[src/verilog/wordGamePkg.sv]
/*
 * Shared types for the word-guessing game controller.
 * Letters are plain 8-bit ASCII codes. Only 'a' to 'z' take part in a game.
 * Word length, mistake limit and lamp hold time are module parameters, not set here.
 */
`default_nettype none

package wordGamePkg;

    typedef logic [7:0] letter_t;                  // one ascii letter code

    localparam letter_t firstLetter = 8'h61;       // 'a'
    localparam letter_t lastLetter  = 8'h7a;       // 'z'
    localparam int      alphabetSize = 26;         // width of the tried-letter mask

    // controller states
    typedef enum logic [2:0] {
        SET   = 3'd0,                              // host is loading the word
        IDLE  = 3'd1,                              // waiting for a guess
        SCAN  = 3'd2,                              // one position per cycle
        JUDGE = 3'd3,                              // hit or miss decided here
        WON   = 3'd4,
        LOST  = 3'd5
    } gameState_t;

    // status seen by the lamps and by the host
    typedef struct packed {
        logic gameRdy;                             // level, SET / IDLE / WON / LOST
        logic busy;                                // level, SCAN / JUDGE
        logic hit;                                 // one-cycle pulse in JUDGE
        logic mistake;                             // one-cycle pulse in JUDGE
        logic over;                                // level, WON / LOST
    } gameStatus_t;

    typedef struct packed {
        logic red;
        logic green;
    } lamps_t;

endpackage

`default_nettype wire

[src/verilog/gameLogic.sv]
/*
 * Game FSM. A guess is compared against one word position per cycle, so a
 * guess takes wordLen SCAN cycles and one JUDGE cycle. A letter that occurs
 * more than once is revealed at every position by the same guess.
 */
`timescale 1ns/1ps
`default_nettype none

module gameLogic #(
    parameter int wordLen     = 5,
    parameter int maxMistakes = 6
) (
    input  logic                                 clk,
    input  logic                                 nRst,
    input  logic                                 start,
    input  logic                                 newGame,
    input  logic [wordLen*8-1:0]                 word,
    input  logic                                 wordReady,
    input  wordGamePkg::letter_t                 guessLetter,
    input  logic                                 guessValid,
    output logic                                 acceptGuess,
    output wordGamePkg::gameStatus_t             status,
    output wordGamePkg::gameState_t              state,
    output logic [wordLen-1:0]                   revealed,
    output logic [$clog2(maxMistakes+1)-1:0]     mistakeCount
);
    import wordGamePkg::*;

    localparam int cntW = $clog2(maxMistakes + 1);
    localparam int idxW = $clog2(wordLen);

    gameState_t      nextState;
    letter_t         guessReg;                     // letter under test
    letter_t         curLetter;                    // word letter at scanIdx
    logic [idxW-1:0] scanIdx;
    logic            lastPos;
    logic            posMatch;
    logic            anyMatch;                     // some position matched this guess
    logic [cntW-1:0] nextMistakes;

    // position 0 is the msb letter
    assign curLetter    = word[8*(wordLen-1-int'(scanIdx)) +: 8];
    assign lastPos      = (scanIdx == idxW'(wordLen - 1));
    assign posMatch     = (curLetter == guessReg);
    assign nextMistakes = anyMatch ? mistakeCount : mistakeCount + 1'b1;

    // closed for one cycle behind an accepted guess, before SCAN is entered
    assign acceptGuess = (state == IDLE) && !guessValid;

    always_comb begin
        status.gameRdy = (state == SET) || (state == IDLE) || (state == WON) || (state == LOST);
        status.busy    = (state == SCAN) || (state == JUDGE);
        status.hit     = (state == JUDGE) && anyMatch;
        status.mistake = (state == JUDGE) && !anyMatch;
        status.over    = (state == WON) || (state == LOST);
    end

    always_comb begin
        nextState = state;
        case (state)
            SET: begin
                if (start && wordReady) nextState = IDLE;
            end
            IDLE: begin
                if (guessValid) nextState = SCAN;
            end
            SCAN: begin
                if (lastPos) nextState = JUDGE;
            end
            JUDGE: begin
                if (&revealed) begin
                    nextState = WON;
                end else if (nextMistakes == cntW'(maxMistakes)) begin
                    nextState = LOST;
                end else begin
                    nextState = IDLE;
                end
            end
            WON, LOST: begin
                nextState = state;                 // only newGame leaves
            end
            default: begin
                nextState = SET;
            end
        endcase
        if (newGame) nextState = SET;
    end

    always_ff @(posedge clk, negedge nRst) begin
        if (!nRst) begin
            state        <= SET;
            scanIdx      <= '0;
            anyMatch     <= 1'b0;
            revealed     <= '0;
            mistakeCount <= '0;
        end else begin
            state <= nextState;
            if (newGame) begin
                scanIdx      <= '0;
                anyMatch     <= 1'b0;
                revealed     <= '0;
                mistakeCount <= '0;
            end else begin
                case (state)
                    IDLE: begin
                        if (guessValid) anyMatch <= 1'b0;
                    end
                    SCAN: begin
                        if (posMatch) begin
                            revealed[scanIdx] <= 1'b1;
                            anyMatch          <= 1'b1;
                        end
                        scanIdx <= lastPos ? '0 : scanIdx + 1'b1;
                    end
                    JUDGE: begin
                        mistakeCount <= nextMistakes;  // unchanged on a hit
                    end
                    default: begin
                    end
                endcase
            end
        end
    end

    always_ff @(posedge clk) begin
        if (state == IDLE && guessValid) guessReg <= guessLetter;
    end

    // a fresh letter can only match positions that were still hidden
    hitRevealsNew: assert property (
        @(posedge clk) disable iff (!nRst)
        (state == JUDGE) |-> (status.hit == (revealed != $past(revealed, wordLen)))
    ) else $error("hit pulse disagrees with the newly revealed positions");

    mistakeBound: assert property (
        @(posedge clk) disable iff (!nRst)
        mistakeCount <= cntW'(maxMistakes)
    ) else $error("mistake count above maxMistakes");

    // guessCapture must only forward guesses opened by acceptGuess
    guessOnlyIdle: assert property (
        @(posedge clk) disable iff (!nRst)
        guessValid |-> (state == IDLE)
    ) else $error("guessValid outside IDLE");

endmodule

`default_nettype wire

[src/verilog/guessCapture.sv]
/*
 * Guess filter. Drops strobes outside 'a' to 'z', letters already tried in
 * this game, and strobes while acceptGuess is low. A dropped strobe leaves no trace.
 */
`timescale 1ns/1ps
`default_nettype none

module guessCapture (
    input  logic                 clk,
    input  logic                 nRst,
    input  logic                 newGame,
    input  wordGamePkg::letter_t playerLetter,
    input  logic                 playerStrobe,
    input  logic                 acceptGuess,
    output wordGamePkg::letter_t guessLetter,
    output logic                 guessValid
);
    import wordGamePkg::*;

    localparam int idxW = $clog2(alphabetSize);

    logic [alphabetSize-1:0] triedMask;            // one bit per letter a..z
    letter_t                 letterOffset;
    logic [idxW-1:0]         letterIdx;
    logic                    inRange;
    logic                    alreadyTried;
    logic                    accept;

    assign inRange      = (playerLetter >= firstLetter) && (playerLetter <= lastLetter);
    assign letterOffset = playerLetter - firstLetter;
    assign letterIdx    = letterOffset[idxW-1:0];
    assign alreadyTried = inRange && triedMask[letterIdx];
    assign accept       = playerStrobe && acceptGuess && inRange && !alreadyTried && !newGame;

    always_ff @(posedge clk, negedge nRst) begin
        if (!nRst) begin
            triedMask  <= '0;
            guessValid <= 1'b0;
        end else if (newGame) begin
            triedMask  <= '0;
            guessValid <= 1'b0;
        end else begin
            guessValid <= accept;
            if (accept) triedMask[letterIdx] <= 1'b1;
        end
    end

    always_ff @(posedge clk) begin
        if (accept) guessLetter <= playerLetter;   // held for gameLogic to latch
    end

    // gameLogic drops acceptGuess while a guess is pending, so pulses stay apart
    guessPulseSingle: assert property (
        @(posedge clk) disable iff (!nRst)
        guessValid |=> !guessValid
    ) else $error("guessValid high in two consecutive cycles");

endmodule

`default_nettype wire

[src/verilog/lampDriver.sv]
/*
 * Lamp driver. Each hit or mistake pulse lights its lamp for holdCycles
 * cycles, restarting on a new pulse. WON and LOST override the flashes.
 */
`timescale 1ns/1ps
`default_nettype none

module lampDriver #(
    parameter int holdCycles = 8
) (
    input  logic                     clk,
    input  logic                     nRst,
    input  wordGamePkg::gameStatus_t status,
    input  wordGamePkg::gameState_t  state,
    output wordGamePkg::lamps_t      lamps
);
    import wordGamePkg::*;

    localparam int cntW = $clog2(holdCycles + 1);

    logic [cntW-1:0] greenCnt;                     // cycles of green flash left
    logic [cntW-1:0] redCnt;                       // cycles of red flash left

    always_ff @(posedge clk, negedge nRst) begin
        if (!nRst) begin
            greenCnt <= '0;
            redCnt   <= '0;
        end else begin
            if (status.hit) greenCnt <= cntW'(holdCycles);
            else if (greenCnt != '0) greenCnt <= greenCnt - 1'b1;

            if (status.mistake) redCnt <= cntW'(holdCycles);
            else if (redCnt != '0) redCnt <= redCnt - 1'b1;
        end
    end

    always_comb begin
        case (state)
            WON: begin
                lamps.green = 1'b1;
                lamps.red   = 1'b0;
            end
            LOST: begin
                lamps.green = 1'b0;
                lamps.red   = 1'b1;
            end
            default: begin
                lamps.green = (greenCnt != '0);
                lamps.red   = (redCnt != '0);
            end
        endcase
    end

endmodule

`default_nettype wire

[src/verilog/wordGameTop.sv]
/*
 * Word-guessing game top level. No handshake on any input: guesses that
 * arrive while a comparison runs are lost. A guess strobe reaches its hit
 * or mistake pulse after wordLen+2 cycles.
 */
`timescale 1ns/1ps
`default_nettype none

module wordGameTop #(
    parameter int wordLen     = 5,
    parameter int maxMistakes = 6,
    parameter int holdCycles  = 8
) (
    input  logic                             clk,
    input  logic                             nRst,
    input  logic                             newGame,
    input  logic                             start,
    input  wordGamePkg::letter_t             hostLetter,
    input  logic                             hostStrobe,
    input  wordGamePkg::letter_t             playerLetter,
    input  logic                             playerStrobe,
    output logic                             wordReady,
    output wordGamePkg::gameStatus_t         status,
    output wordGamePkg::gameState_t          state,
    output logic [wordLen-1:0]               revealed,
    output logic [$clog2(maxMistakes+1)-1:0] mistakeCount,
    output wordGamePkg::lamps_t              lamps
);
    import wordGamePkg::*;

    logic [wordLen*8-1:0] word;
    logic                 acceptGuess;
    letter_t              guessLetter;
    logic                 guessValid;

    wordLoader #(.wordLen(wordLen)) u_wordLoader (
        .clk(clk), .nRst(nRst), .newGame(newGame),
        .hostLetter(hostLetter), .hostStrobe(hostStrobe),
        .word(word), .wordReady(wordReady)
    );

    guessCapture u_guessCapture (
        .clk(clk), .nRst(nRst), .newGame(newGame),
        .playerLetter(playerLetter), .playerStrobe(playerStrobe),
        .acceptGuess(acceptGuess),
        .guessLetter(guessLetter), .guessValid(guessValid)
    );

    gameLogic #(.wordLen(wordLen), .maxMistakes(maxMistakes)) u_gameLogic (
        .clk(clk), .nRst(nRst), .start(start), .newGame(newGame),
        .word(word), .wordReady(wordReady),
        .guessLetter(guessLetter), .guessValid(guessValid),
        .acceptGuess(acceptGuess), .status(status), .state(state),
        .revealed(revealed), .mistakeCount(mistakeCount)
    );

    lampDriver #(.holdCycles(holdCycles)) u_lampDriver (
        .clk(clk), .nRst(nRst),
        .status(status), .state(state),
        .lamps(lamps)
    );

endmodule

`default_nettype wire

[src/verilog/wordLoader.sv]
/*
 * Secret word shift register. The first letter loaded lands at position 0,
 * the most significant byte. Needs wordLen of 2 or more. Strobes after the
 * word is complete are ignored until newGame clears it.
 */
`timescale 1ns/1ps
`default_nettype none

module wordLoader #(
    parameter int wordLen = 5
) (
    input  logic                     clk,
    input  logic                     nRst,
    input  logic                     newGame,
    input  wordGamePkg::letter_t     hostLetter,
    input  logic                     hostStrobe,
    output logic [wordLen*8-1:0]     word,
    output logic                     wordReady
);

    localparam int cntW = $clog2(wordLen + 1);

    logic [cntW-1:0] loadCount;                    // letters shifted in so far
    logic            shiftEn;

    assign shiftEn   = hostStrobe && !wordReady && !newGame;
    assign wordReady = (loadCount == cntW'(wordLen));

    // letter counter, the only control state here
    always_ff @(posedge clk, negedge nRst) begin
        if (!nRst) begin
            loadCount <= '0;
        end else if (newGame) begin
            loadCount <= '0;
        end else if (shiftEn) begin
            loadCount <= loadCount + 1'b1;
        end
    end

    // older letters move toward the msb as new ones enter at the bottom
    always_ff @(posedge clk) begin
        if (newGame) begin
            word <= '0;
        end else if (shiftEn) begin
            word <= {word[wordLen*8-9:0], hostLetter};
        end
    end

    // the count stops at wordLen, so wordReady never drops without newGame
    loadCountBound: assert property (
        @(posedge clk) disable iff (!nRst)
        loadCount <= cntW'(wordLen)
    ) else $error("word loader count passed wordLen");

endmodule

`default_nettype wire
[config.mk]
export PLATFORM = sky130hd
export DESIGN_NAME = wordGameTop
export DESIGN_NICKNAME = d
export VERILOG_FILES = /design/src/verilog/wordGamePkg.sv /design/src/verilog/gameLogic.sv /design/src/verilog/guessCapture.sv /design/src/verilog/lampDriver.sv /design/src/verilog/wordGameTop.sv /design/src/verilog/wordLoader.sv
export SDC_FILE = /design/constraint.sdc
export NUM_CORES = 1
export LEC_CHECK = 0
export ABC_CLOCK_PERIOD_IN_PS = 7900
export BUFFER_PORTS_ARGS = -buffer_cell sky130_fd_sc_hd__buf_2
export CORE_AREA = 2 2 104 96
export DETAILED_ROUTE_END_ITERATION = 8
export DIE_AREA = 0 0 106 98
export HOLD_SLACK_MARGIN = 0.12
export PLACE_DENSITY = 0.75
export SYNTH_ARGS = -nofsm -noshare
export SYNTH_HDL_FRONTEND = slang
export SYNTH_SLANG_ARGS = --single-unit
export TNS_END_PERCENT = 30
[constraint.sdc]
create_clock -name clk -period 7.9 [get_ports clk]
set_input_delay 1.185 -clock clk [delete_from_list [all_inputs] [get_ports clk]]
set_output_delay 1.185 -clock clk [all_outputs]
set_load 0.02 [all_outputs]
# Yosys cells after proc, flatten, opt, wreduce, memory -nomap -nowiden
# Cells that the tools add are included.
op_classes:
  n_addsub: 7
  magnitude_cmp: 6
  eq_ne: 14
  shifts: 1
  n_mux: 36
  bitwise_logic: 2
  reduce_logical: 41
op_table:
  columns: ["cell", "count"]
  rows:
  - ["two-way mux 26 bit", 2]
  - ["two-way mux 3 bit", 14]
  - ["variable part select 40 x 32 -> 8 bit", 1]
  - ["bitwise OR 26 bit", 1]
  - ["two-way mux 4 bit", 4]
  - ["equality test 3 bit, second input constant", 5]
  - ["logical AND 1 bit", 15]
  - ["two-way mux 5 bit", 3]
  - ["case mux 3 bit (5 select lines)", 1]
  - ["nonzero test 2 bit", 7]
  - ["adder 3 x 1 -> 3 bit, second input constant", 3]
  - ["equality test 8 bit", 1]
  - ["greater-or-equal comparator 8 x 7 -> 1 bit, second input constant", 1]
  - ["less-or-equal comparator 8 x 7 -> 1 bit, second input constant", 1]
  - ["nonzero test 4 bit", 2]
  - ["subtractor 4 x 1 -> 4 bit, second input constant", 2]
  - ["two-way mux 1 bit", 7]
  - ["equality test 3 x 2 -> 1 bit, second input constant", 2]
  - ["< comparator 5 x 6 -> 1 bit, second input constant", 1]
  - ["inequality test 3 x 2 -> 1 bit, second input constant", 2]
  - ["inequality test 3 bit, second input constant", 2]
  - ["binary-select mux 1 bit (select 5 bit)", 1]
  - ["demux 1 bit (select 5 bit)", 1]
  - ["greater-or-equal comparator 5 x 1 -> 1 bit, second input constant", 1]
  - ["19 further kinds", 27]
word_totals:
  reg_bits: 109
  inputBits: 22

# Longest topological paths before layout
logic_depth:
  depth_word: 9
  mapped_depth: 10
  mapped_depth_nobuf: 9

# Hierarchy
# A second synthesis with hierarchy kept.
hier_totals:
  cells_unflattened: 555
  area_unflattened_um2: 5945.7
modules_own_cells:
  columns: ["module", "n_inst", "cells_per_inst", "area_each_um2", "seq_area_each_um2"]
  rows:
  - ["guessCapture", 1, 177, 1978.1, 915.9]
  - ["wordLoader", 1, 156, 1798.0, 875.8]
  - ["gameLogic", 1, 178, 1704.1, 615.6]
  - ["lampDriver", 1, 44, 465.4, 200.2]

# Worst setup path after synthesis
# Ideal clock, no wire load.
synth_path:
  path_type: "input to register"
  from: "input port playerLetter[0]"
  to: "register u_guessCapture.guessLetter[0], enable pin"
  setup_ns: 0.328
  arrival_ns: 3.300
  required_time_ns: 7.572
  slack_ns: 4.272
  cell_stages: 9
  n_path_buf: 2
  cell_sequence: "clkbuf_1 > inv_1 > ha_1 > buf_1 > mux4_2 > nand2_1 > a21oi_1 > a41oi_1 > o211a_1"
synth_between:
  elab_chain_len: 7
  elab_cells_between_ends: 11
  cone_classes: "add/sub (1); order compare (2); mux (2); reduce/logical (6)"
synth_lines:
  columns: ["element", "line_no", "source"]
  rows:
  - ["start: declaration", "wordGameTop.sv:20", "input wordGamePkg::letter_t playerLetter,"]
  - ["subtractor 5 x 1 -> 5 bit", "guessCapture.sv:30", "assign letterOffset = playerLetter - firstLetter;"]
  - ["binary-select mux 1 bit (select 5 bit)", "guessCapture.sv:32", "assign alreadyTried = inRange && triedMask[letterIdx];"]
  - ["two-way mux 1 bit (implied by the code)", "guessCapture.sv:32", null]
  - ["logical AND 1 bit", "guessCapture.sv:32", null]
  - ["zero test 1 bit", "guessCapture.sv:33", "assign accept = playerStrobe && acceptGuess && inRange && !alreadyTried && !newGame;"]
  - ["logical AND 1 bit * (2 in series)", "guessCapture.sv:33", null]
  - ["net u_guessCapture.accept", "guessCapture.sv:27", "logic accept;"]
  - ["end signal: assignment", "guessCapture.sv:49", "if (accept) guessLetter <= playerLetter;"]
  - ["end: declaration", "guessCapture.sv:15", "output wordGamePkg::letter_t guessLetter,"]
# The timed path passes the listed nets; every way through them passes the cells marked *. The select of a mux whose other input is x is not followed.
# A chain may end at the register's enable or synchronous reset.

# Worst setup path after layout
layout_path:
  from: "register u_gameLogic.scanIdx[0]"
  to: "register u_gameLogic.revealed[2]"
layout_between:
  elab_chain_len: 8
  elab_cells_between_ends: 14
  cone_classes: "add/sub (1); order compare (2); eq/ne (1); shift (1); mux (5); bitwise (1); reduce/logical (3)"
layout_lines:
  columns: ["element", "line_no", "source"]
  rows:
  - ["start: declaration", "gameLogic.sv:35", "logic [idxW-1:0] scanIdx;"]
  - ["start signal: assignment", "gameLogic.sv:113", "scanIdx <= lastPos ? '0 : scanIdx + 1'b1;"]
  - ["parallel branches: the longest is 8 deep, another holds subtractor 3 x 3 -> 4 bit", null, null]
  - ["end signal: assignment", "gameLogic.sv:94", "revealed <= '0;"]
  - ["end signal: assignment", "gameLogic.sv:101", "revealed <= '0;"]
  - ["end signal: indexed assignment", "gameLogic.sv:110", "revealed[scanIdx] <= 1'b1;"]
  - ["end: declaration", "gameLogic.sv:24", "output logic [wordLen-1:0] revealed,"]
# Parallel ways; which one is timed is not known. The select of a mux whose other input is x is not followed.

==> out/results.tsv <==
stage	metric	value	unit
clocking	hold-fix buffers at CTS	0	
clocking	clock root buffer	clkbuf_8	
sta	Peak Freq	284	MHz
sta	Final setup viols	0	
logic_synthesis	leading area contributor after synthesis	dfrtp_1	
global_routing	GRT overflow	0	
layout	non-filler instance count after layout	690	
global_routing	largest net degree at the start of global routing	59	
logic_synthesis	Yosys warnings	0	
layout	layout cells sized above 1	14.9	%
detailed_routing	first-pass detailed-route iteration total	4	
worst_setup_path	kind of critical path	register to register	
clocking	Max clock buf depth	2	
floorplanning	full die area	0.0104	mm2
logic_synthesis	sequential area share after synthesis	50.1	%
worst_setup_path	CP Data Arrival Time	3.82	ns
clocking	CTS tree	yes	
clocking	CTS buffer count	9	
clocking	worst skew pair latency	0.38	ns
sta	Worst Max-Slew Pin Slew	0.992	ns
logic_synthesis	mapped cell area	0.00521	mm2
placement	Placed Instances	674	
layout	commonest non-fill, non-tap cell in the layout	nand2_1	
sta	min Tclk post-route	3.52	ns
power_and_ir_drop	Lkg Pwr	2.29	nW
clocking	Post-CTS Setup Bufs	0	
layout	commonest cells after routing, fill and taps aside	nand2_1, a21oi_1, dfrtp_1	
detailed_routing	Routed wire per std cell	15.6	um
layout	P&R area growth vs syn	9.44	%
clocking	CTS clk-pin slew, worst paths	0.11	ns
sta	final max-slew violation count	0	
floorplanning	core area	0.00940	mm2
min_path	HP Class	register to register	
global_routing	global-route wire length before repair	18500	um
sta	Rel. slew slack	33.2	%
placement	Port Buffers	40	
floorplanning	row count	34	
placement	GP Congestion	0.917	
floorplanning	Initial Util	55.4	%
logic_synthesis	Post-synth EDFFs	16	
logic_synthesis	fraction of registers with async set/reset	48.6	%
clocking	post_cts resized	0	
worst_setup_path	Critical Path Start Type	register	
logic_synthesis	synthesis-stage register bit count	109	
logic_synthesis	share of the synthesized area in the top cell type	25.5	%
sta	Fin Setup TNS	0	ns
clocking	H-tree Lvls	3	
worst_setup_path	Worst R2R Path Depth	10	
floorplanning	die width	106	um
layout	final core occ	60.6	%
min_path	hold path cells	0	
power_and_ir_drop	Peak VDD IR	0.000140	V
sta	final period utilization	44.5	%
worst_setup_path	crit path max fanout	23	
layout	number of antenna repair diodes	0	
outcome	status	complete, no violations	
global_routing	vias in the first global route	3957	
sta	Worst Skew	0.00444	ns
detailed_routing	Antenna Violating Nets Remaining	0	
global_routing	initial antenna violation count	0	
floorplanning	Die H	98	um
logic_synthesis	Syn Nets	568	
logic_synthesis	syn_area_per_cell	9.85	um2
placement	hpwl dp	7390	um
power_and_ir_drop	cell area power density	194	mW/mm2
logic_synthesis	top_reg_cell synth	dfrtp_1	
worst_setup_path	worst path required time	8.20	ns
floorplanning	I/O pin cnt	41	
detailed_routing	vias per inst	5.71	
logic_synthesis	post-synthesis cell type count	61	
sta	Fin. Hold Viols	0	
detailed_routing	initial detailed-routing violation count	179	
worst_setup_path	reg-to-reg slack, setup	4.38	ns
global_routing	Tot GR Track Use	22.2	%
logic_synthesis	top cells by area, synth	dfrtp_1, dfxtp_1, edfxtp_1, nand2_1, a21oi_1	
sta	RSZ-0062 raised after global routing	false	
detailed_routing	WL final	10800	um
clocking	Sink Count	109	
layout	# nets final	598	
sta	WHS	0.432	ns
worst_setup_path	Critical Path End Type	register	
detailed_routing	drt drc	0	
logic_synthesis	Post-Syn Instances	529	
job	Max-Cap Viols	0	
detailed_routing	via count	3940	
==> routing by layer <==
layer | global-route usage [%] | share of wire, % | vias up
met3 | 6.41 | 4.6 | 18
li1 | - | - | 1938
met5 | 0 | 0 | -
met2 | 35.4 | 48 | 83
met1 | 29.3 | 46 | 1901
met4 | 7.69 | 1.6 | 0
==> worst paths after layout <==
check,startpoint,end
max,u_gameLogic.scanIdx[0],u_gameLogic.revealed[2]
min,u_guessCapture.guessLetter[1],u_gameLogic.guessReg[1]
max reg2reg,u_gameLogic.scanIdx[0],u_gameLogic.revealed[2]
min reg2reg,u_guessCapture.guessLetter[1],u_gameLogic.guessReg[1]
max in group asynchronous,nRst,u_wordLoader.loadCount[0]
min in group asynchronous,nRst,u_lampDriver.greenCnt[2]
==> cell families after synthesis <==
logic type	Yosys count	synth area share [%]
AO/OA/AOI/OAI	123	15.7
XOR/XNOR	11	1.85
adder cells (fa/ha/maj)	17	4.08
buffers and inverters	46	3.39
flip-flops	109	50.1
multiplexers	23	6.89
AND/OR/NAND/NOR	200	18.1
==> state kept, by name, indices dropped and copies added (netlist names) <==
register and count:
u_gameLogic.scanIdx 3, u_gameLogic.mistakeCount 3, u_lampDriver.redCnt 4, u_gameLogic.guessReg 8
u_gameLogic.revealed 5, u_wordLoader.word 40, u_lampDriver.greenCnt 4, u_guessCapture.guessLetter 8
u_wordLoader.loadCount 3, u_guessCapture.guessValid 1, u_guessCapture.triedMask 26, u_gameLogic.anyMatch 1
u_gameLogic.state 3
==> power by group <==
part           internal, mW  switching, mW
Clock                 0.126          0.212
Combinational        0.0645         0.0903
Sequential            0.593         0.0205
Total                 0.783          0.322
==> cell usage after synthesis, drive strengths merged, types with 2 or more instances <==
cell type,count
nor3,12
nor4,5
a211o,2
nand2,110
mux2,3
nand2b,6
o21ai,11
xor2,3
edfxtp,16
buf,4
or3,2
nand3,4
a22o,15
and2,2
a211oi,7
a21oi,56
mux4,10
or2,3
inv,20
or4b,2
o22ai,3
dfrtp,53
nor3b,5
nand4,5
mux2i,10
xnor2,8
ha,17
and3,4
a311oi,2
nor2b,5
clkbuf,22
o2bb2ai,12
nor2,29
dfxtp,40
==> through the flow <==
step                setup WS [ns]  instance area (um2)  total power [mW]
floorplan                    4.27                 5210             0.736
global placement             4.20                 5500             0.770
detailed placement           4.14                 5500             0.781
CTS                          4.35                 5700              1.11
global route                 3.96                 5700              1.16
finish                       4.38                 5700              1.11
==> area by class of cell <==
| type | count | area, um2 |
|---|---|---|
| clock inverter | 7 | 73.8 |
| inverter | 20 | 75.1 |
| multi-input combinational | 374 | 2420 |
| timing repair buffer | 45 | 238 |
| clock buffer | 9 | 124 |
| sequential | 109 | 2610 |
| fill | 828 | 3700 |
| tap | 126 | 158 |
==> critical path, stage by stage, from the launching register on <==
cell and delay, ns:
dfrtp_1 0.34, buf_4 0.32, inv_1 0.11, ha_1 0.22
ha_1 0.40, nor3b_2 0.50, nand2_1 0.13, and3_1 0.19
nor4_1 0.85, nand4_1 0.18, o21ai_0 0.19
(Power assumes the default switching activity.)
